==> src/arcade_consts.svh <==
`ifndef ARCADE_CONSTS_SVH
`define ARCADE_CONSTS_SVH

// on-chip ROM buffer that stands in for the SDRAM.
`define ARC_ROM_DEPTH 4096
`define ARC_ROM_AW    12

// AXI4-Lite register byte offsets.
`define ARC_REG_CTRL   4'h0
`define ARC_REG_STATUS 4'h4
`define ARC_REG_COUNT  4'h8

// PS/2 set 2 scan codes for player one.
`define ARC_KEY_UP    8'h75
`define ARC_KEY_DOWN  8'h72
`define ARC_KEY_LEFT  8'h6b
`define ARC_KEY_RIGHT 8'h74
`define ARC_KEY_FIRE  8'h29 // space bar.
`define ARC_KEY_COIN  8'h2e // key 5.
`define ARC_KEY_START 8'h16 // key 1.

`endif

==> src/arcade_pkg.sv <==
`default_nettype none

`include "arcade_consts.svh"

package arcade_pkg;

	typedef enum logic [1:0] {
		SCAN_OFF = 2'd0,
		SCAN_25  = 2'd1,
		SCAN_50  = 2'd2,
		SCAN_75  = 2'd3
	} scan_level_e;

	typedef enum logic {
		IDLE = 1'b0,
		RESP = 1'b1
	} axil_state_e;

	typedef struct packed {
		logic        awvalid;
		logic [3:0]  awaddr;
		logic        wvalid;
		logic [31:0] wdata;
		logic        bready;
		logic        arvalid;
		logic [3:0]  araddr;
		logic        rready;
	} axil_req_t;

	typedef struct packed {
		logic        awready;
		logic        wready;
		logic        bvalid;
		logic [1:0]  bresp;
		logic        arready;
		logic        rvalid;
		logic [31:0] rdata;
		logic [1:0]  rresp;
	} axil_rsp_t;

	typedef struct packed {
		logic        soft_reset;
		logic        rotate;
		scan_level_e scanlines;
	} cfg_t;

	typedef struct packed {
		logic                   active;
		logic                   wr;
		logic [`ARC_ROM_AW-1:0] addr;
		logic [7:0]             data;
	} rom_dl_t;

	typedef struct packed {
		logic       strobe;
		logic       pressed;
		logic [7:0] code;
	} key_event_t;

	typedef struct packed {
		logic up;
		logic down;
		logic left;
		logic right;
		logic fire;
		logic coin;
		logic start;
	} player_ctrl_t;

	typedef struct packed {
		logic [2:0] r;
		logic [2:0] g;
		logic [1:0] b;
		logic       hs;
		logic       vs;
		logic       blankn;
	} pixel_in_t;

	typedef struct packed {
		logic [5:0] r;
		logic [5:0] g;
		logic [5:0] b;
		logic       hs;
		logic       vs;
	} vga_out_t;

endpackage

`default_nettype wire

==> src/arcade_cfg_regs.sv <==
`timescale 1ns/10ps
`default_nettype none

`include "arcade_consts.svh"

module arcade_cfg_regs (
	input  logic                  clock_12,
	input  logic                  reset,
	input  arcade_pkg::axil_req_t axil_req,
	output arcade_pkg::axil_rsp_t axil_rsp,
	output arcade_pkg::cfg_t      cfg,
	input  logic                  rom_loaded,
	input  logic [12:0]           dl_count
);

	arcade_pkg::axil_state_e wr_state;
	arcade_pkg::axil_state_e rd_state;
	logic                    wr_accept;
	logic                    rd_accept;
	logic [31:0]             rd_mux;
	logic [31:0]             rdata_q;

	// address and data must arrive together.
	assign wr_accept = (wr_state == arcade_pkg::IDLE) && axil_req.awvalid && axil_req.wvalid;
	assign rd_accept = (rd_state == arcade_pkg::IDLE) && axil_req.arvalid;

	always_ff @(posedge clock_12) begin
		if (reset) begin
			wr_state <= arcade_pkg::IDLE;
			cfg      <= '0;
		end else begin
			case (wr_state)
				arcade_pkg::IDLE: begin
					if (wr_accept) begin
						wr_state <= arcade_pkg::RESP;
						if (axil_req.awaddr == `ARC_REG_CTRL) begin
							cfg.soft_reset <= axil_req.wdata[0];
							cfg.rotate     <= axil_req.wdata[1];
							cfg.scanlines  <= arcade_pkg::scan_level_e'(axil_req.wdata[3:2]);
						end
					end
				end
				arcade_pkg::RESP: begin
					if (axil_req.bready) wr_state <= arcade_pkg::IDLE;
				end
				default: wr_state <= arcade_pkg::IDLE;
			endcase
		end
	end

	always_comb begin
		case (axil_req.araddr)
			`ARC_REG_CTRL:   rd_mux = {28'd0, cfg.scanlines, cfg.rotate, cfg.soft_reset};
			`ARC_REG_STATUS: rd_mux = {31'd0, rom_loaded};
			`ARC_REG_COUNT:  rd_mux = {19'd0, dl_count};
			default:         rd_mux = 32'd0; // holes in the map read as zero.
		endcase
	end

	always_ff @(posedge clock_12) begin
		if (reset) begin
			rd_state <= arcade_pkg::IDLE;
		end else begin
			case (rd_state)
				arcade_pkg::IDLE: if (rd_accept) rd_state <= arcade_pkg::RESP;
				arcade_pkg::RESP: if (axil_req.rready) rd_state <= arcade_pkg::IDLE;
				default:          rd_state <= arcade_pkg::IDLE;
			endcase
		end
	end

	always_ff @(posedge clock_12) begin
		if (rd_accept) rdata_q <= rd_mux; // held until the host takes it.
	end

	always_comb begin
		axil_rsp         = '0;
		axil_rsp.awready = wr_accept;
		axil_rsp.wready  = wr_accept;
		axil_rsp.bvalid  = (wr_state == arcade_pkg::RESP);
		axil_rsp.bresp   = 2'b00;
		axil_rsp.arready = rd_accept;
		axil_rsp.rvalid  = (rd_state == arcade_pkg::RESP);
		axil_rsp.rdata   = rdata_q;
		axil_rsp.rresp   = 2'b00;
	end

endmodule

`default_nettype wire

==> config.mk <==
export PLATFORM = sky130hd
export DESIGN_NAME = arcade_cfg_regs
export DESIGN_NICKNAME = d
export VERILOG_FILES = /design/src/arcade_pkg.sv /design/src/arcade_cfg_regs.sv
export VERILOG_INCLUDE_DIRS = /design/src
export SDC_FILE = /design/constraint.sdc
export NUM_CORES = 1
export LEC_CHECK = 0
export BUFFER_PORTS_ARGS = -buffer_cell sky130_fd_sc_hd__buf_2
export CAP_MARGIN = 15
export CORE_MARGIN = 5
export CORE_UTILIZATION = 37
export CTS_CLUSTER_SIZE = 24
export DETAILED_ROUTE_END_ITERATION = 10
export MAX_ROUTING_LAYER = met4
export PLACE_DENSITY = 0.95
export SYNTH_ARGS = -nofsm -noshare
export SYNTH_HDL_FRONTEND = slang
export SYNTH_SLANG_ARGS = --single-unit
==> constraint.sdc <==
create_clock -name clock_12 -period 2.5 [get_ports clock_12]
set_input_delay 0.375 -clock clock_12 [delete_from_list [all_inputs] [get_ports clock_12]]
set_output_delay 0.375 -clock clock_12 [all_outputs]
set_load 0.03 [all_outputs]
* Yosys cells after proc, flatten, opt, wreduce, memory -nomap -nowiden
Index checks and enable logic that the tools add are counted.
** Storage, ports and cells
- Input port bits :: 61
- Bits in latches :: 0
- Memory bits (writable) :: 0
- Memories :: 0
- ROM bits :: 0
- Output and inout port bits :: 45
- Register bits :: 38
- Logic and storage cells :: 23
** Operators by class
- Muxes and demuxes :: 7
- Shifts and indexed selects :: 0
- Bitwise operators :: 2
- $mul :: 0
- Magnitude comparators :: 0
- Divide/modulo/power cells :: 0
- Eq/ne operators :: 2
- $add $sub $neg :: 0
- Reductions and logical operators :: 6
** Operators with widths (number)
- 13-bit one-hot mux with 3 select lines :: 1
- 4-bit zero test :: 2
- 4-bit by 3-bit == test with 1-bit output, second input constant :: 1
- 4-bit == test, second input constant :: 1
- 1-bit 2-to-1 mux :: 4
- 1-bit one-hot mux with 2 select lines :: 2
- 1-bit logical AND :: 3
- 3-bit AND reduction :: 1
- 1-bit inverter :: 2

* Logic depth before layout (Yosys ltp)
- Depth in word-level cells :: 5
- Gate-level depth with buffers :: 4
- Gate-level depth less buffers :: 3

* Least setup slack after synthesis
Ideal clock, no wire load.
- Path kind :: input to output
- From :: input port axil_req[5] in the netlist's numbering
- To :: output port axil_rsp[35] in the netlist's numbering
- Data arrival time :: 1.334 ns
- Required time :: 2.125 ns
- Buffers on the path :: 1
- Setup slack :: 0.791 ns
- Cell stages on the path :: 2
- Path through :: nor2b_1 -> buf_4
** RTL lines
- start: declaration :: line arcade_cfg_regs.sv:9 : input arcade_pkg::axil_req_t axil_req,
- end: declaration :: line arcade_cfg_regs.sv:10 : output arcade_pkg::axil_rsp_t axil_rsp,

==> qor.yml <==
grt_use_met2_pct: 16.06
die-area_um2: 3866
setup_viol: 0
endpoint_kind: "primary output"
maxCapViolCount: 0
hold_violations: 0
dr.pass1.iters: 4
place_ws_ps: 792.7
cts_buffers: 3
grt_util_all_layers_pct: 10.06
crit_buf_inv: 2
worst-path-max-fanout: 10
grtUsageMet1_pct: 10.91
wl_per_cell_um: 11.34
ff2ff_setup_slack_ps: 1300
cts_tree: "done"
fin_nets: 208
drive_above_1_share_pct: 40.41
finalSetupTns_ps: 0
gp_congestion: 0.6806
num_vias: 733
gr-total-overflow: 0
fmax_mhz: 629.8
root_buffer: "clkbuf_4"
drv_slew: 0
worst_skew_pair.late_latency_ps: 290
fill_cells: 276
h-tree-depth: 1
portBuffers: 54
fp.coreArea_um2: 2686
syn_inst: 95
setup_slack_ps: 912.2
drtAntennaViolNets: 0
cts_buffer_depth: 2
postCtsResizedCells: 0
crit_family: "flip-flops"
vdd_drop_max_uv: 298.0
use_met3_pct: 4.324
drt-initial-drc-count: 18
io_pins: 106
crit_arrival_ps: 1210
ys_seq_area_share_pct: 50.68
status: "finished clean"
cts_setup_buffers: 0
area_growth_syn_to_layout_pct: 20.37
antennaDiodeCount: 0
power_density_nw_per_um2: 542.4
cpPeakStageDelay_ps: 330
syn-cell-area_um2: 1007
drt-total-wl_um: 2008
synth_seq_cells: 19
grt_pass1_vias: 670
hpwl_um: 1727
busiest_layer: "met2"
layout_min_cycle_time_ps: 1588
crit_chain: "nand3b_2 > inv_1 > buf_2"
hold_buffers: 0
rows: 19
worst_slew_pin_slew_ps: 709.1
relSlewSlack_pct: 52.62
clk_pin_slew_ps: 100
hold_path_class: "primary input to register"
vias_per_cell: 4.141
fp.dieH_um: 62.18
grt_antenna_before_repair: 0
yosys_warnings: 0
crit_path_top_delay_cell: "dfxtp_1"
synth_area_per_cell_um2: 10.60
p_leak_nw: 0.6132
grt_max_degree: 15
grt_first_pass_wirelength_um: 3049
rsz0062_at_grt: "false"
die_w_um: 62.18
finClkSkew_ps: 5.064
worstSetupStartpointType: "register"
start_util_pct: 37.49
post-route-period-util_pct: 63.51
drc: 0
worstPathRequired_ps: 2120
path_class: "register to primary output"
clock_sinks: 19
yosysUniqueCellTypes: 20
[power breakdown]
group          internal, W  leakage [nW]  switching [W]
registers         0.000351         0.177     0.00000415
logic            0.0000404         0.421       0.000112
clock network    0.0000620        0.0150      0.0000888
total             0.000453         0.613       0.000205
[final cells by class]
type / count / area, µm² / share of cell area, %
Sequential cell: 19 / 510.5 / 42.11
Tap cell: 31 / 38.79 / 3.199
Timing Repair Buffer: 55 / 277.8 / 22.91
Multi-Input combinational cell: 63 / 340.3 / 28.07
Clock buffer: 4 / 26.28 / 2.167
Inverter: 5 / 18.77 / 1.548
[cell families after synthesis]
family | Yosys count | share of synthesized area [%]
buf+inv | 35 | 23.73
simple gates | 25 | 15.15
flops | 19 | 50.68
compound gates | 11 | 6.087
mux | 4 | 3.975
other cells | 1 | 0.3723
[per-layer routing]
layer | vias to the layer above | share of wire [%]
met3 | 2 | 15
met2 | 49 | 48
met1 | 310 | 36
met5 | - | 0
met4 | 0 | 0.50
li1 | 372 | -
[sequential cells by signal, summed over array words and instances, names as in the netlist]
register	flops
cfg	4
wr_state	1
rdata_q	13
rd_state	1
[synth_stat cells]
library cell  number  area share [%]
o21ai_0            4             2.0
a211oi_1           1            0.75
nor2_1             4             1.5
a2bb2oi_1          1            0.87
clkbuf_2           2            0.99
inv_1              5             1.9
nor3b_1            1            0.75
or4_1              1            0.75
nor3_1             1            0.50
and2_1             9             5.6
edfxtp_1          13              39
dfxtp_1            6              12
nand2b_1           1            0.62
mux2i_1            4             4.0
buf_4             28              21
nor2b_1            2             1.2
conb_1             1            0.37
or3_1              5             3.1
a21oi_1            5             2.5
nand3b_2           1             1.1
[metrics by stage]
step                cells  instance area (µm²)  util, %  hold slack [ps]   power, W
finish                177                 1212    45.13            248.6  0.0006577
floorplan             117                 1090        -            444.1  0.0005026
global route          177                 1212    45.13            234.7  0.0006908
detailed placement    173                 1186    44.15            478.0  0.0005147
CTS                   177                 1212    45.13            232.6  0.0006689
global placement      173                 1186    44.15            470.5  0.0005119
[cell usage in the layout (no fill, tap or decap)]
master and instances:
a211oi_1 1, a21oi_1 5, a2bb2oi_1 1, and2_1 9
buf_2 54, buf_4 1, clkbuf_1 1, clkbuf_4 3
conb_1 23, dfxtp_1 6, edfxtp_1 13, inv_1 5
mux2i_1 4, nand2b_1 1, nand3b_2 1, nor2_1 4
nor2b_1 2, nor3_1 1, nor3b_1 1, o21ai_0 4
or3_1 5, or4_1 1
[path summary, 6_finish.rpt]
path | endpoint | startpoint | cells after the start
worst min register to register | rd_state | rd_state | 1
worst max-delay path | axil_rsp[40] | wr_state | 3
worst min-delay path | rd_state | axil_req[0] | 2
worst max register to register | cfg[1] | wr_state | 3
Power figures use the tool's default switching activity.
