### src/arcade_consts.svh
`ifndef ARCADE_CONSTS_SVH
`define ARCADE_CONSTS_SVH

// on-chip ROM buffer that stands in for the SDRAM.
`define ARC_ROM_DEPTH 4096
`define ARC_ROM_AW    12

// AXI4-Lite register byte offsets.
`define ARC_REG_CTRL   4'h0
`define ARC_REG_STATUS 4'h4
`define ARC_REG_COUNT  4'h8

// PS/2 set 2 scan codes for player one.
`define ARC_KEY_UP    8'h75
`define ARC_KEY_DOWN  8'h72
`define ARC_KEY_LEFT  8'h6b
`define ARC_KEY_RIGHT 8'h74
`define ARC_KEY_FIRE  8'h29 // space bar.
`define ARC_KEY_COIN  8'h2e // key 5.
`define ARC_KEY_START 8'h16 // key 1.

`endif

### src/arcade_pkg.sv
`default_nettype none

`include "arcade_consts.svh"

package arcade_pkg;

	typedef enum logic [1:0] {
		SCAN_OFF = 2'd0,
		SCAN_25  = 2'd1,
		SCAN_50  = 2'd2,
		SCAN_75  = 2'd3
	} scan_level_e;

	typedef enum logic {
		IDLE = 1'b0,
		RESP = 1'b1
	} axil_state_e;

	typedef struct packed {
		logic        awvalid;
		logic [3:0]  awaddr;
		logic        wvalid;
		logic [31:0] wdata;
		logic        bready;
		logic        arvalid;
		logic [3:0]  araddr;
		logic        rready;
	} axil_req_t;

	typedef struct packed {
		logic        awready;
		logic        wready;
		logic        bvalid;
		logic [1:0]  bresp;
		logic        arready;
		logic        rvalid;
		logic [31:0] rdata;
		logic [1:0]  rresp;
	} axil_rsp_t;

	typedef struct packed {
		logic        soft_reset;
		logic        rotate;
		scan_level_e scanlines;
	} cfg_t;

	typedef struct packed {
		logic                   active;
		logic                   wr;
		logic [`ARC_ROM_AW-1:0] addr;
		logic [7:0]             data;
	} rom_dl_t;

	typedef struct packed {
		logic       strobe;
		logic       pressed;
		logic [7:0] code;
	} key_event_t;

	typedef struct packed {
		logic up;
		logic down;
		logic left;
		logic right;
		logic fire;
		logic coin;
		logic start;
	} player_ctrl_t;

	typedef struct packed {
		logic [2:0] r;
		logic [2:0] g;
		logic [1:0] b;
		logic       hs;
		logic       vs;
		logic       blankn;
	} pixel_in_t;

	typedef struct packed {
		logic [5:0] r;
		logic [5:0] g;
		logic [5:0] b;
		logic       hs;
		logic       vs;
	} vga_out_t;

endpackage

`default_nettype wire

### src/arcade_inputs.sv
`timescale 1ns/10ps
`default_nettype none

`include "arcade_consts.svh"

module arcade_inputs (
	input  logic                     clock_12,
	input  logic                     reset,
	input  arcade_pkg::cfg_t         cfg,
	input  arcade_pkg::key_event_t   key,
	input  logic [7:0]               joystick,
	output arcade_pkg::player_ctrl_t ctrl
);

	arcade_pkg::player_ctrl_t key_state;
	arcade_pkg::player_ctrl_t key_next;
	arcade_pkg::player_ctrl_t merged;
	arcade_pkg::player_ctrl_t rotated;

	always_comb begin
		key_next = key_state;
		if (key.strobe) begin
			case (key.code)
				`ARC_KEY_UP:    key_next.up    = key.pressed;
				`ARC_KEY_DOWN:  key_next.down  = key.pressed;
				`ARC_KEY_LEFT:  key_next.left  = key.pressed;
				`ARC_KEY_RIGHT: key_next.right = key.pressed;
				`ARC_KEY_FIRE:  key_next.fire  = key.pressed;
				`ARC_KEY_COIN:  key_next.coin  = key.pressed;
				`ARC_KEY_START: key_next.start = key.pressed;
				default: ; // other keys belong to nobody.
			endcase
		end
	end

	always_comb begin
		merged.up    = key_next.up    | joystick[0];
		merged.down  = key_next.down  | joystick[1];
		merged.left  = key_next.left  | joystick[2];
		merged.right = key_next.right | joystick[3];
		merged.fire  = key_next.fire  | joystick[4];
		merged.coin  = key_next.coin  | joystick[5];
		merged.start = key_next.start | joystick[6];
		rotated = merged;
		if (cfg.rotate) begin
			rotated.up    = merged.right; // quarter turn for a monitor on its side.
			rotated.right = merged.down;
			rotated.down  = merged.left;
			rotated.left  = merged.up;
		end
	end

	always_ff @(posedge clock_12) begin
		if (reset) begin
			key_state <= '0;
			ctrl      <= '0;
		end else begin
			key_state <= key_next;
			ctrl      <= rotated;
		end
	end

endmodule

`default_nettype wire

### config.mk
export PLATFORM = sky130hd
export DESIGN_NAME = arcade_inputs
export DESIGN_NICKNAME = d
export VERILOG_FILES = /design/src/arcade_pkg.sv /design/src/arcade_inputs.sv
export VERILOG_INCLUDE_DIRS = /design/src
export SDC_FILE = /design/constraint.sdc
export NUM_CORES = 1
export LEC_CHECK = 0
export BUFFER_PORTS_ARGS = -buffer_cell sky130_fd_sc_hd__buf_2
export CAP_MARGIN = 15
export CORE_MARGIN = 2
export CORE_UTILIZATION = 44
export DETAILED_ROUTE_END_ITERATION = 12
export PLACE_DENSITY = 0.84
export SETUP_SLACK_MARGIN = 0.3
export SLEW_MARGIN = 20
export SYNTH_ARGS = -nofsm -noshare
export SYNTH_HDL_FRONTEND = slang
export SYNTH_SLANG_ARGS = --single-unit
export TNS_END_PERCENT = 1
### constraint.sdc
create_clock -name clock_12 -period 1.9 [get_ports clock_12]
set_clock_uncertainty 0.1 [all_clocks]
set_input_delay 0.38 -clock clock_12 [delete_from_list [all_inputs] [get_ports clock_12]]
set_output_delay 0.38 -clock clock_12 [all_outputs]
set_load 0.005 [all_outputs]
* Word level (Yosys, flattened, before mapping)
Cells that the tools add are included.
** Storage, ports and cells
- Flip-flop bits (word level) :: 14
- Input bits :: 24
- Output and inout bits :: 7
- Logic and storage cells :: 37
** Operators by class
- Eq/ne operators :: 7
- Multiplexer cells :: 9
- Bitwise logic cells :: 7
** Operator list (number)
- $eq A8 B7 Y1 const B :: 4
- $eq A8 B6 Y1 const B :: 2
- $eq A8 B5 Y1 const B :: 1
- $mux W1 :: 7
- $mux W7 :: 1
- $or A1 B1 Y1 :: 7
- $mux W4 :: 1

* Depth between registers and ports, before layout
- Depth after elaboration :: 5
- Mapped depth :: 5
- Gate-level depth less buffers :: 4

* Least setup slack after synthesis
OpenSTA, ideal clock, no wires.
- Path type :: in2reg
- Start point :: input port key[7] in the netlist's numbering
- End point :: register ctrl[6] in the netlist's numbering
- Setup time :: 0.075 ns
- Arrival time :: 1.441 ns
- Data required time :: 1.725 ns
- Setup slack :: 0.284 ns
- Cell stages on the path :: 4
- Buffers on the path :: 0
- Cells stage by stage :: nand3b_1 -> nor4_4 -> mux2_2 -> o22ai_1
** Between the ends
- Word-level cells in the longest chain between the ends :: 5
- Elaborated cells on any way between the ends :: 8
- Those cells by class :: 2 x eq/ne; 4 x mux; 2 x bitwise
** Ends and longest elaborated chain
- start: declaration :: RTL line arcade_inputs.sv:10 : input arcade_pkg::key_event_t key,
- $eq A8 B7 Y1 :: RTL line arcade_inputs.sv:23 : case (key.code)
- $mux W1 :: RTL line arcade_inputs.sv:23
- $mux W7 (*) :: RTL line arcade_inputs.sv:22 : if (key.strobe) begin
- $or A1 B1 Y1, on equally long branches :: RTL line arcade_inputs.sv:37, arcade_inputs.sv:40
- $mux W4 (*) :: RTL line arcade_inputs.sv:45 : if (cfg.rotate) begin
- end signal: assignment :: RTL line arcade_inputs.sv:59 : ctrl <= rotated;
- end: declaration :: RTL line arcade_inputs.sv:12 : output arcade_pkg::player_ctrl_t ctrl
Every way passes the cells marked *; elsewhere a longest branch is shown, timed or not.
A chain may end at the register's enable or synchronous reset.

* Worst setup path in the final report
- Start point :: input port key[7] in the netlist's numbering
- End point :: register ctrl[3] in the netlist's numbering
** Between the ends
- Word-level cells in the longest chain between the ends :: 5
- Elaborated cells on any way between the ends :: 8
- Those cells by class :: 2 x eq/ne; 4 x mux; 2 x bitwise
** Ends and longest elaborated chain (RTL line)
- $eq A8 B7 Y1 :: arcade_inputs.sv:23
- $mux W1 :: arcade_inputs.sv:23
- $mux W7 (*) :: arcade_inputs.sv:22
- $or A1 B1 Y1, on equally long branches :: arcade_inputs.sv:40, arcade_inputs.sv:38
- $mux W4 (*) :: arcade_inputs.sv:45
Marks and branches as above.

==> flow_metrics.tcl <==
set metrics [dict create \
    routed-wl-met2_um 763 \
    routed.top_layer "met4" \
    finalHoldViolCount 0 \
    port_buffers 26 \
    routabilityCongestion 0.793 \
    setup_violations 0 \
    synth_area_um2 681 \
    r2r.worst_path.cells 3 \
    outcome "finished, final reports clean" \
    syn-num-nets 96 \
    synth.top_cell.area_share_pct 41.2 \
    multiInputGateArea_um2 373 \
    clock-sinks 14 \
    p_leak_uw 0.000362 \
    critical_path.startpoint_type "primary input" \
    period_minus_slack_ns 1.54 \
    hpwlAfterDp_um 1130 \
    postSynthAreaPerCell_um2 9.45 \
    grt_antenna_before_repair 0 \
    final_net_count 126 \
    fp.dieW_um 43.3 \
    worst_path_largest_cell_delay_ns 0.39 \
    timing.final.max_slew_violations 0 \
    fp.dieH_um 43.3 \
    row_count 14 \
    ys_warn_count 0 \
    vias_per_cell 5.25 \
    grt_pass1_vias 613 \
    h-tree-depth 1 \
    io_pins 31 \
    tns_ns 0 \
    crit_chain "buf_2 > nand4b_1 > nor4_2 > mux2_2 > o22ai_1" \
    wl_met1_um 590 \
    worstPathMaxFanout 3 \
    grt_max_degree 13 \
    synth_cells 72 \
    critPathArrivalTime_ns 1.64 \
    vias 614 \
    fp.coreArea_um2 1470 \
    critPathSlowestCell "mux2_2" \
    layout_common_cells "buf_2, nor2_1, dfxtp_1" \
    seq_area_frac_synth_pct 41.2 \
    cts.reportedPaths.clkPinSlew_ns 0.08 \
    n_antenna_cell 0 \
    period_share_pct 80.9 \
    crit_type "primary input to flop" \
    drt_iter0_drc 8 \
    hold_ws_ns 0.232 \
    cts_tree "done" \
    cts-buffers-inserted 3 \
    grt_pass1_wl_um 2460 \
    drt_first_pass_iters 4 \
    ff_latch_area_um2 280 \
    worstMarginPinSlew_ns 0.321 \
    mostFrequentLayoutCell "buf_2" \
    die_area_um2 1880 \
    ctsResizeCount 0 \
    clock-root-buffer "clkbuf_4" \
    grt_setup_unrepaired "yes" \
    drt-total-wl_um 1450 \
    drive_above_1_share_pct 41.6 \
    timing.slew.headroom_pct 78.4 \
    fmax_mhz 651 \
    clk_latency_ns 0.27 \
    holdPathStages 3 \
    fillerInstances 145 \
    grtUsageTotal_pct 17.7 \
    required_ns 2.01 \
    synth.area.top_cells "dfxtp_1, mux2i_1, nor2_1, nor4_2, mux2_2" \
    critPathCaptureType "flop" \
    start_util_pct 46.3 \
    synth_seq_cells 14 \
    vdd_drop_max_mv 0.465 \
    hold_path.class "primary input to flop" \
    grt_overflow 0 \
    area_delta_synth_final_pct 27.2 \
    power_density_nw_per_um2 684 \
    wl_met3_um 62 \
    remaining_drc_errors 0 \
    post_drt_wl_per_cell_um 12.4 \
    cap_violations 0 \
    ant_nets 0 \
    synth_top_area_cell "dfxtp_1" \
    synth_cell_types 22 \
    clock_path_buffers 2 \
]
[per-layer routing]
metal	track usage, %	vias up
li1	-	312
met1	19.2	281
met2	31.0	17
met3	3.75	4
met4	10.9	0
met5	0	-
[sequential cells by signal, indices dropped and copies added, names as in the netlist]
name	count
ctrl	7
key_state	7
[synth_stat cells, drive strengths merged]
cell,instances
nor4,5
mux2i,6
or4b,1
nor2,14
clkbuf,1
o22ai,4
nand2,1
or2,2
buf,1
nand2b,4
nand3b,2
a21oi,3
mux2,3
inv,5
dfxtp,14
nor3,3
o31a,1
nand4b,2
[path summary, 6_finish.rpt]
path                startpoint  slack (ns)            to
setup / recovery        key[7]        0.36       ctrl[3]
hold / removal     joystick[4]        0.23       ctrl[2]
setup reg to reg  key_state[4]        0.89       ctrl[4]
hold reg to reg   key_state[0]        0.40  key_state[0]
[worst max-delay path: cells and delay by family]
family,cells,cell delay (ns)
AOI/OAI and AO/OA,1,0.15
buffers and inverters,1,0.11
and+or+nand+nor,2,0.61
muxes,1,0.39
[power breakdown]
part / total (uW) / internal (uW) / switching, uW
sequential: 304 / 303 / 1.86
clock: 207 / 117 / 90.1
combinational: 81.3 / 37.6 / 43.7
total: 592 / 457 / 136
[metrics by stage]
stage / util [%] / cell area [um2] / power (uW) / setup WS, ns / cells
after floorplan: - / 681 / 350 / 0.284 / 72
after global placement: 55.9 / 822 / 387 / 0.0897 / 112
after detailed placement: 55.9 / 822 / 391 / 0.0516 / 112
after CTS: 58.3 / 858 / 601 / 0.330 / 116
after global routing: 58.8 / 866 / 619 / 0.291 / 117
final: 58.8 / 866 / 592 / 0.363 / 117
[layout make-up]
cell class | count | share of cell area, %
Clock buffer | 4 | 4.19
Sequential cell | 14 | 32.4
Timing Repair Buffer | 27 | 15.9
Tap cell | 16 | 2.31
Multi-Input combinational cell | 51 | 43.1
Inverter | 5 | 2.17
[logic make-up (layout without fill, tap and decap cells)]
logic type / Yosys count / after routing / share of synthesized area (%)
compound gates: 8 / 8 / 7.17
buf+inv: 7 / 36 / 4.04
flops: 14 / 14 / 41.2
mux: 9 / 9 / 13.8
simple gates: 34 / 34 / 33.8
[what timing repair did]
item | CTS | global route
hold buffers | 0 | 0
setup buffers | 0 | 1
endpoints found under the setup margin | 0 | 4
No activity file was read; power rests on OpenSTA's default activity.
