[config.mk]
export PLATFORM = sky130hd
export DESIGN_NAME = video_out
export DESIGN_NICKNAME = d
export VERILOG_FILES = /design/src/arcade_pkg.sv /design/src/video_out.sv
export VERILOG_INCLUDE_DIRS = /design/src
export SDC_FILE = /design/constraint.sdc
export NUM_CORES = 1
export LEC_CHECK = 0
export ABC_AREA = 1
export BUFFER_PORTS_ARGS = -buffer_cell sky130_fd_sc_hd__buf_4
export CAP_MARGIN = 0
export CORE_ASPECT_RATIO = 1.5
export CORE_MARGIN = 2
export CORE_UTILIZATION = 45
export DETAILED_ROUTE_END_ITERATION = 7
export PLACE_DENSITY_LB_ADDON = 0.05
export SYNTH_ARGS = -nofsm -noshare
export SYNTH_HDL_FRONTEND = slang
export SYNTH_SLANG_ARGS = --single-unit
[constraint.sdc]
create_clock -name clock_12 -period 4.3 [get_ports clock_12]
set_clock_uncertainty 0.15 [all_clocks]
set_input_delay 0.43 -clock clock_12 [delete_from_list [all_inputs] [get_ports clock_12]]
set_output_delay 0.43 -clock clock_12 [all_outputs]
set_load 0.01 [all_outputs]
[src/arcade_consts.svh]
`ifndef ARCADE_CONSTS_SVH
`define ARCADE_CONSTS_SVH

// on-chip ROM buffer that stands in for the SDRAM.
`define ARC_ROM_DEPTH 4096
`define ARC_ROM_AW    12

// AXI4-Lite register byte offsets.
`define ARC_REG_CTRL   4'h0
`define ARC_REG_STATUS 4'h4
`define ARC_REG_COUNT  4'h8

// PS/2 set 2 scan codes for player one.
`define ARC_KEY_UP    8'h75
`define ARC_KEY_DOWN  8'h72
`define ARC_KEY_LEFT  8'h6b
`define ARC_KEY_RIGHT 8'h74
`define ARC_KEY_FIRE  8'h29 // space bar.
`define ARC_KEY_COIN  8'h2e // key 5.
`define ARC_KEY_START 8'h16 // key 1.

`endif

[src/arcade_pkg.sv]
`default_nettype none

`include "arcade_consts.svh"

package arcade_pkg;

	typedef enum logic [1:0] {
		SCAN_OFF = 2'd0,
		SCAN_25  = 2'd1,
		SCAN_50  = 2'd2,
		SCAN_75  = 2'd3
	} scan_level_e;

	typedef enum logic {
		IDLE = 1'b0,
		RESP = 1'b1
	} axil_state_e;

	typedef struct packed {
		logic        awvalid;
		logic [3:0]  awaddr;
		logic        wvalid;
		logic [31:0] wdata;
		logic        bready;
		logic        arvalid;
		logic [3:0]  araddr;
		logic        rready;
	} axil_req_t;

	typedef struct packed {
		logic        awready;
		logic        wready;
		logic        bvalid;
		logic [1:0]  bresp;
		logic        arready;
		logic        rvalid;
		logic [31:0] rdata;
		logic [1:0]  rresp;
	} axil_rsp_t;

	typedef struct packed {
		logic        soft_reset;
		logic        rotate;
		scan_level_e scanlines;
	} cfg_t;

	typedef struct packed {
		logic                   active;
		logic                   wr;
		logic [`ARC_ROM_AW-1:0] addr;
		logic [7:0]             data;
	} rom_dl_t;

	typedef struct packed {
		logic       strobe;
		logic       pressed;
		logic [7:0] code;
	} key_event_t;

	typedef struct packed {
		logic up;
		logic down;
		logic left;
		logic right;
		logic fire;
		logic coin;
		logic start;
	} player_ctrl_t;

	typedef struct packed {
		logic [2:0] r;
		logic [2:0] g;
		logic [1:0] b;
		logic       hs;
		logic       vs;
		logic       blankn;
	} pixel_in_t;

	typedef struct packed {
		logic [5:0] r;
		logic [5:0] g;
		logic [5:0] b;
		logic       hs;
		logic       vs;
	} vga_out_t;

endpackage

`default_nettype wire

[src/video_out.sv]
`timescale 1ns/10ps
`default_nettype none

module video_out (
	input  logic                  clock_12,
	input  logic                  reset,
	input  arcade_pkg::cfg_t      cfg,
	input  arcade_pkg::pixel_in_t pixel,
	output arcade_pkg::vga_out_t  vga
);

	logic       hs_d;
	logic       vs_d;
	logic       line_odd;
	logic [2:0] b3;
	logic [5:0] r6;
	logic [5:0] g6;
	logic [5:0] b6;

	function automatic logic [5:0] dim(input logic [5:0] c, input arcade_pkg::scan_level_e lvl);
		case (lvl)
			arcade_pkg::SCAN_25: dim = c - (c >> 2);
			arcade_pkg::SCAN_50: dim = c >> 1;
			arcade_pkg::SCAN_75: dim = c >> 2;
			default:             dim = c;
		endcase
	endfunction

	always_comb begin
		b3 = {pixel.b, pixel.b[1]};
		r6 = {pixel.r, pixel.r};
		g6 = {pixel.g, pixel.g};
		b6 = {b3, b3};
	end

	always_ff @(posedge clock_12) begin
		if (reset) begin
			hs_d     <= 1'b0;
			vs_d     <= 1'b0;
			line_odd <= 1'b0;
		end else begin
			hs_d <= pixel.hs;
			vs_d <= pixel.vs;
			if (pixel.vs && !vs_d) begin
				line_odd <= 1'b0; // each frame starts on an even line.
			end else if (pixel.hs && !hs_d) begin
				line_odd <= !line_odd;
			end
		end
	end

	always_ff @(posedge clock_12) begin
		if (reset) begin
			vga <= '0;
		end else begin
			vga.hs <= pixel.hs;
			vga.vs <= pixel.vs;
			if (!pixel.blankn) begin
				vga.r <= 6'd0;
				vga.g <= 6'd0;
				vga.b <= 6'd0;
			end else if (line_odd) begin
				vga.r <= dim(r6, cfg.scanlines);
				vga.g <= dim(g6, cfg.scanlines);
				vga.b <= dim(b6, cfg.scanlines);
			end else begin
				vga.r <= r6;
				vga.g <= g6;
				vga.b <= b6;
			end
		end
	end

endmodule

`default_nettype wire
* Yosys cells after proc, flatten, opt, wreduce, memory -nomap -nowiden
Index checks and enable logic that the tools add are counted.
Operators by class: add/sub/neg operators 3, eq/ne operators 3, mux-type cells 4, bitwise gates (word level) 1, reductions and logical operators 7
Operators with widths (count):
- case mux 6 bit (3 select lines) | 3
- 2-to-1 mux 18 bit | 1
- subtractor 6 x 4 -> 6 bit | 3
- == test 2 bit, second input constant | 2
- OR reduction 2 bit | 2
- zero test 1 bit | 3
- == test 2 x 1 -> 1 bit, second input constant | 1
- logical AND 1 bit | 2
- inverter 1 bit | 1
Word-level totals: flip-flop bits (word level) 21, input port bits 17, output and inout bits 20, word-level logic and storage cells 24

* Depth between registers and ports, before layout
depth in word-level cells 3, gate-level depth with buffers 10, mapped depth without buffers 10

* Worst setup path after synthesis
Ideal clock, no wire load.
kind input -> register, start point input port pixel[5] in the netlist's numbering, end point register vga[12] in the netlist's numbering, setup time 0.066 ns, arrival 1.564 ns, data required time 4.084 ns, setup slack 2.520 ns, stages on the path 9, path buffers 0, path through inv_1 > ha_1 > inv_1 > fa_1 > nand2_1 > a21oi_1 > o21ai_0 > nand3_1 > a21oi_2
Between the ends: word-level cells in the longest chain between the ends 3
RTL lines:
- start: declaration | RTL line video_out.sv:8 | input arcade_pkg::pixel_in_t pixel,
- subtractor 6 x 4 -> 6 bit | RTL line video_out.sv:22 | arcade_pkg::SCAN_25: dim = c - (c >> 2);
- case mux 6 bit (3 select lines) | RTL line video_out.sv:21 | case (lvl)
- 2-to-1 mux 18 bit | RTL line video_out.sv:62 | end else if (line_odd) begin
- end: declaration | RTL line video_out.sv:9 | output arcade_pkg::vga_out_t vga
Every way passes these cells. A chain may end at the register's enable or synchronous reset.

* Worst setup path in the final report
start point input port pixel[8] in the netlist's numbering, end point register vga[16] in the netlist's numbering
Between the ends: word-level cells in the longest chain between the ends 3
RTL lines (RTL line):
- subtractor 6 x 4 -> 6 bit | video_out.sv:22
- case mux 6 bit (3 select lines) (*) | video_out.sv:21
- 2-to-1 mux 18 bit (*) | video_out.sv:62
Mark *: on every way between the ends. The rest lies on a longest branch, timed or not.

==> results by group <==
Clock tree
  – Post_cts resized: 0
  – Root buffer cell: clkbuf_8
  – Clock tree buffer depth: 2
  – Worst-skew pair later-pin latency: roughly 260 ps
  – Clock Pin Slew Worst Setup and Hold Paths: 80 ps
  – H-tree depth: 1
  – CTS tree: done
  – Post-CTS setup buffer count: 0
  – Number of buffers created by CTS: 3
  – Sink Count: 21
  – Hold-fix buffers, CTS: 0

Pwr
  – Power Internal: between 0.3 and 0.4 mW
  – Pwr/cell area: roughly 280 nW/um2
  – Max rail drop VDD: about 0.22 mV
  – Leak: 0.856 nW
  – Sw Ratio: 0.302
  – Reg power frac: 0.462
  – Switch Pwr: 0.136 mW
  – Logic pwr share: 0.251
  – Clock power share: 0.287

Global routing
  – First-pass GRT wire length: 5.26 mm
  – Initial antenna violation count: 0
  – Number of global-route vias before repair: 1283
  – Total grt overflow: 0
  – Largest net degree at the start of global routing: 13
  – Total GRT Usage: 0.189

Die
  – Die area: 3430 um2
  – Starting Density: 0.463
  – Die W: 48.5 um
  – I/O pin total: 37
  – Core box area: 2880 um2
  – Row cnt: 24
  – Die Span Y: approximately 71 um

Status
  – Outcome: finished clean

Timing
  – Relative slew slack: 0.736
  – Maximum achievable frequency: 556 MHz
  – Endpoints failing setup: 0
  – Final Hold Fails: 0
  – Least-Margin Pin Slew: slightly below 400 ps
  – RSZ-0062 raised after global routing: false
  – Slew Viols, Final: 0
  – Fin crit period: 1800 ps
  – Tcrit/Tclk final: 0.419
  – Setup tns final: 0 ps

Yosys
  – Syn nets: 214
  – Yosys top cell area share: 0.315
  – Register area share after synthesis: 0.315
  – Cell Area, Synth: ~1300 um2
  – Post-synth cell types: 28
  – Synth Warn #: 0
  – FF+latch count, synth: 21
  – Avg Inst Size Synth: 7.26 um2
  – Cells after Synth: between 150 and 200
  – Ranking of synthesized cells by area: dfxtp_1 31%, ha_1 10%, nand2_1 10%
  – Synth area leader: dfxtp_1

Placement
  – PortBufs: 34
  – DP Area: 1590 um2
  – Post-DP HPWL: about 2.4 mm
  – Routability congestion estimate: 0.859

Worst setup path
  – Slowest stage cell, crit path: fa_1
  – Crit-path leading delay family: adder cells
  – Most used cell, CP: nand2_1
  – Worst EP required: 4350 ps
  – Startpoint types: input pin
  – Crit Path Category: in -> reg
  – Worst path bufs/invs: 3
  – Worst Setup End Kind: flip-flop
  – Crit-path max FO: 5
  – Delay of the slowest cell on the worst path: 380 ps
  – Critical Path AT: between 1500 and 2000 ps
  – Worst path cell trace: buf_4, inv_1, ha_1, inv_1, fa_1, nand2_1, nand2_1, o211ai_1, nand2_1, a21oi_1

Drt
  – Vias: 1297
  – Avg WL per Cell: between 10 and 15 um
  – Total Wirelength: 3.00 mm
  – Drt drc: 0
  – Antenna Nets Post-Route: 0
  – DRT iter0 DRCs: between 40 and 50
  – Initial DRT Pass Iterations: 4
  – Drt via density: 5.09

Min path
  – Hold crit path type: in -> reg

Finish
  – Fraction of layout cells with a size suffix above 1: 0.227
  – Area Growth Syn to Fin: 22.5%
  – Post-route cell area: 1640 um2
  – Register Area: about 420 um2
  – Final Core Density: 0.567
  – Multi-input gate area: roughly 750 um2
  – Final net count: ~250
  – Antenna cells: 0
  – FILL cells: 315

Flow run
  – MaxCap Viol Count: 0
[path summary, 6_finish.rpt]
check | cells after the start | slack [ps] | startpoint | to
max reg2reg | 7 | 2670 | line_odd$_SDFFE_PP0P_ | vga[6]$_SDFF_PP0_
min reg2reg | 2 | 400 | vga[1]$_SDFF_PP0_ | line_odd$_SDFFE_PP0P_
max | 10 | 2500 | pixel[8] | vga[16]$_SDFF_PP0_
min | 2 | 180 | reset | vga[1]$_SDFF_PP0_
[cells by family after synthesis]
logic type                 after synthesis  share of synthesized area
and+or+nand+nor                         68                      0.227
AOI/OAI and AO/OA                       45                      0.201
buffers and inverters                   37                      0.125
DFF                                     21                      0.315
adders and majority gates               13                      0.133
[Yosys cell counts (all sizes together)]
master / n
inv: 31
o211ai: 2
nand2: 39
o21ai: 16
a211oi: 2
buf: 6
o21bai: 1
nor4: 1
a31oi: 3
a22oi: 2
nor2: 16
nand3: 11
nand4: 1
o311ai: 1
ha: 11
dfxtp: 21
a21oi: 17
fa: 2
a21o: 1
[per-stage QoR]
stage	cells	total power, mW	setup slack (ps)	hold slack, ps
detailed placement	251	0.327	2240	390
global route	255	0.478	2360	184
floorplan	184	0.286	2520	352
finish	255	0.452	2500	179
CTS	255	0.455	2510	175
global placement	251	0.324	2230	370
[layer usage]
layer | share of wire | vias to the layer above | track usage
met1 | 0.40 | 573 | 0.206
met5 | 0 | - | 0
met3 | 0.060 | 9 | 0.0359
li1 | - | 663 | -
met2 | 0.52 | 52 | 0.341
met4 | 0.024 | 0 | 0.105
[power groups by stage]
stage	clock network [mW]	logic, mW	registers (mW)
6_report	0.130	0.113	0.209
5_1_grt	0.140	0.128	0.210
4_1_cts	0.133	0.114	0.209
3_5_place_dp	0	0.113	0.213
3_3_place_gp	0	0.111	0.213
2_1_floorplan	0	0.0690	0.217
[layout by cell type (no fill, tap or decap), drive strengths merged]
| master | n |
|---|---|
| nand2 | 39 |
| fa | 2 |
| nor2 | 16 |
| inv | 31 |
| a21o | 1 |
| o21bai | 1 |
| ha | 11 |
| o211ai | 2 |
| clkbuf | 3 |
| o21ai | 16 |
| clkinv | 1 |
| nand4 | 1 |
| a211oi | 2 |
| a31oi | 3 |
| a22oi | 2 |
| nand3 | 11 |
| a21oi | 17 |
| buf | 34 |
| dfxtp | 21 |
| nor4 | 1 |
| o311ai | 1 |
[cell type report]
| cell class | instances | area share |
|---|---|---|
| clock buffer | 3 | 0.0252 |
| clock inverter | 1 | 0.00306 |
| inverter | 31 | 0.0712 |
| multi-input combinational | 126 | 0.458 |
| sequential | 21 | 0.257 |
| tap | 39 | 0.0298 |
| timing repair buffer | 34 | 0.156 |
[state kept, by name, summed over array words and instances, names as in the netlist]
signal	count
vga	20
line_odd	1
[worst register-to-register path, stage by stage (launching register included)]
cell	delay (ps)
dfxtp_1	570
nand2_2	140
nand2_2	250
inv_1	100
nand2_1	80
o311ai_0	120
nand2_1	80
inv_1	40
Power figures use the tool's default switching activity.
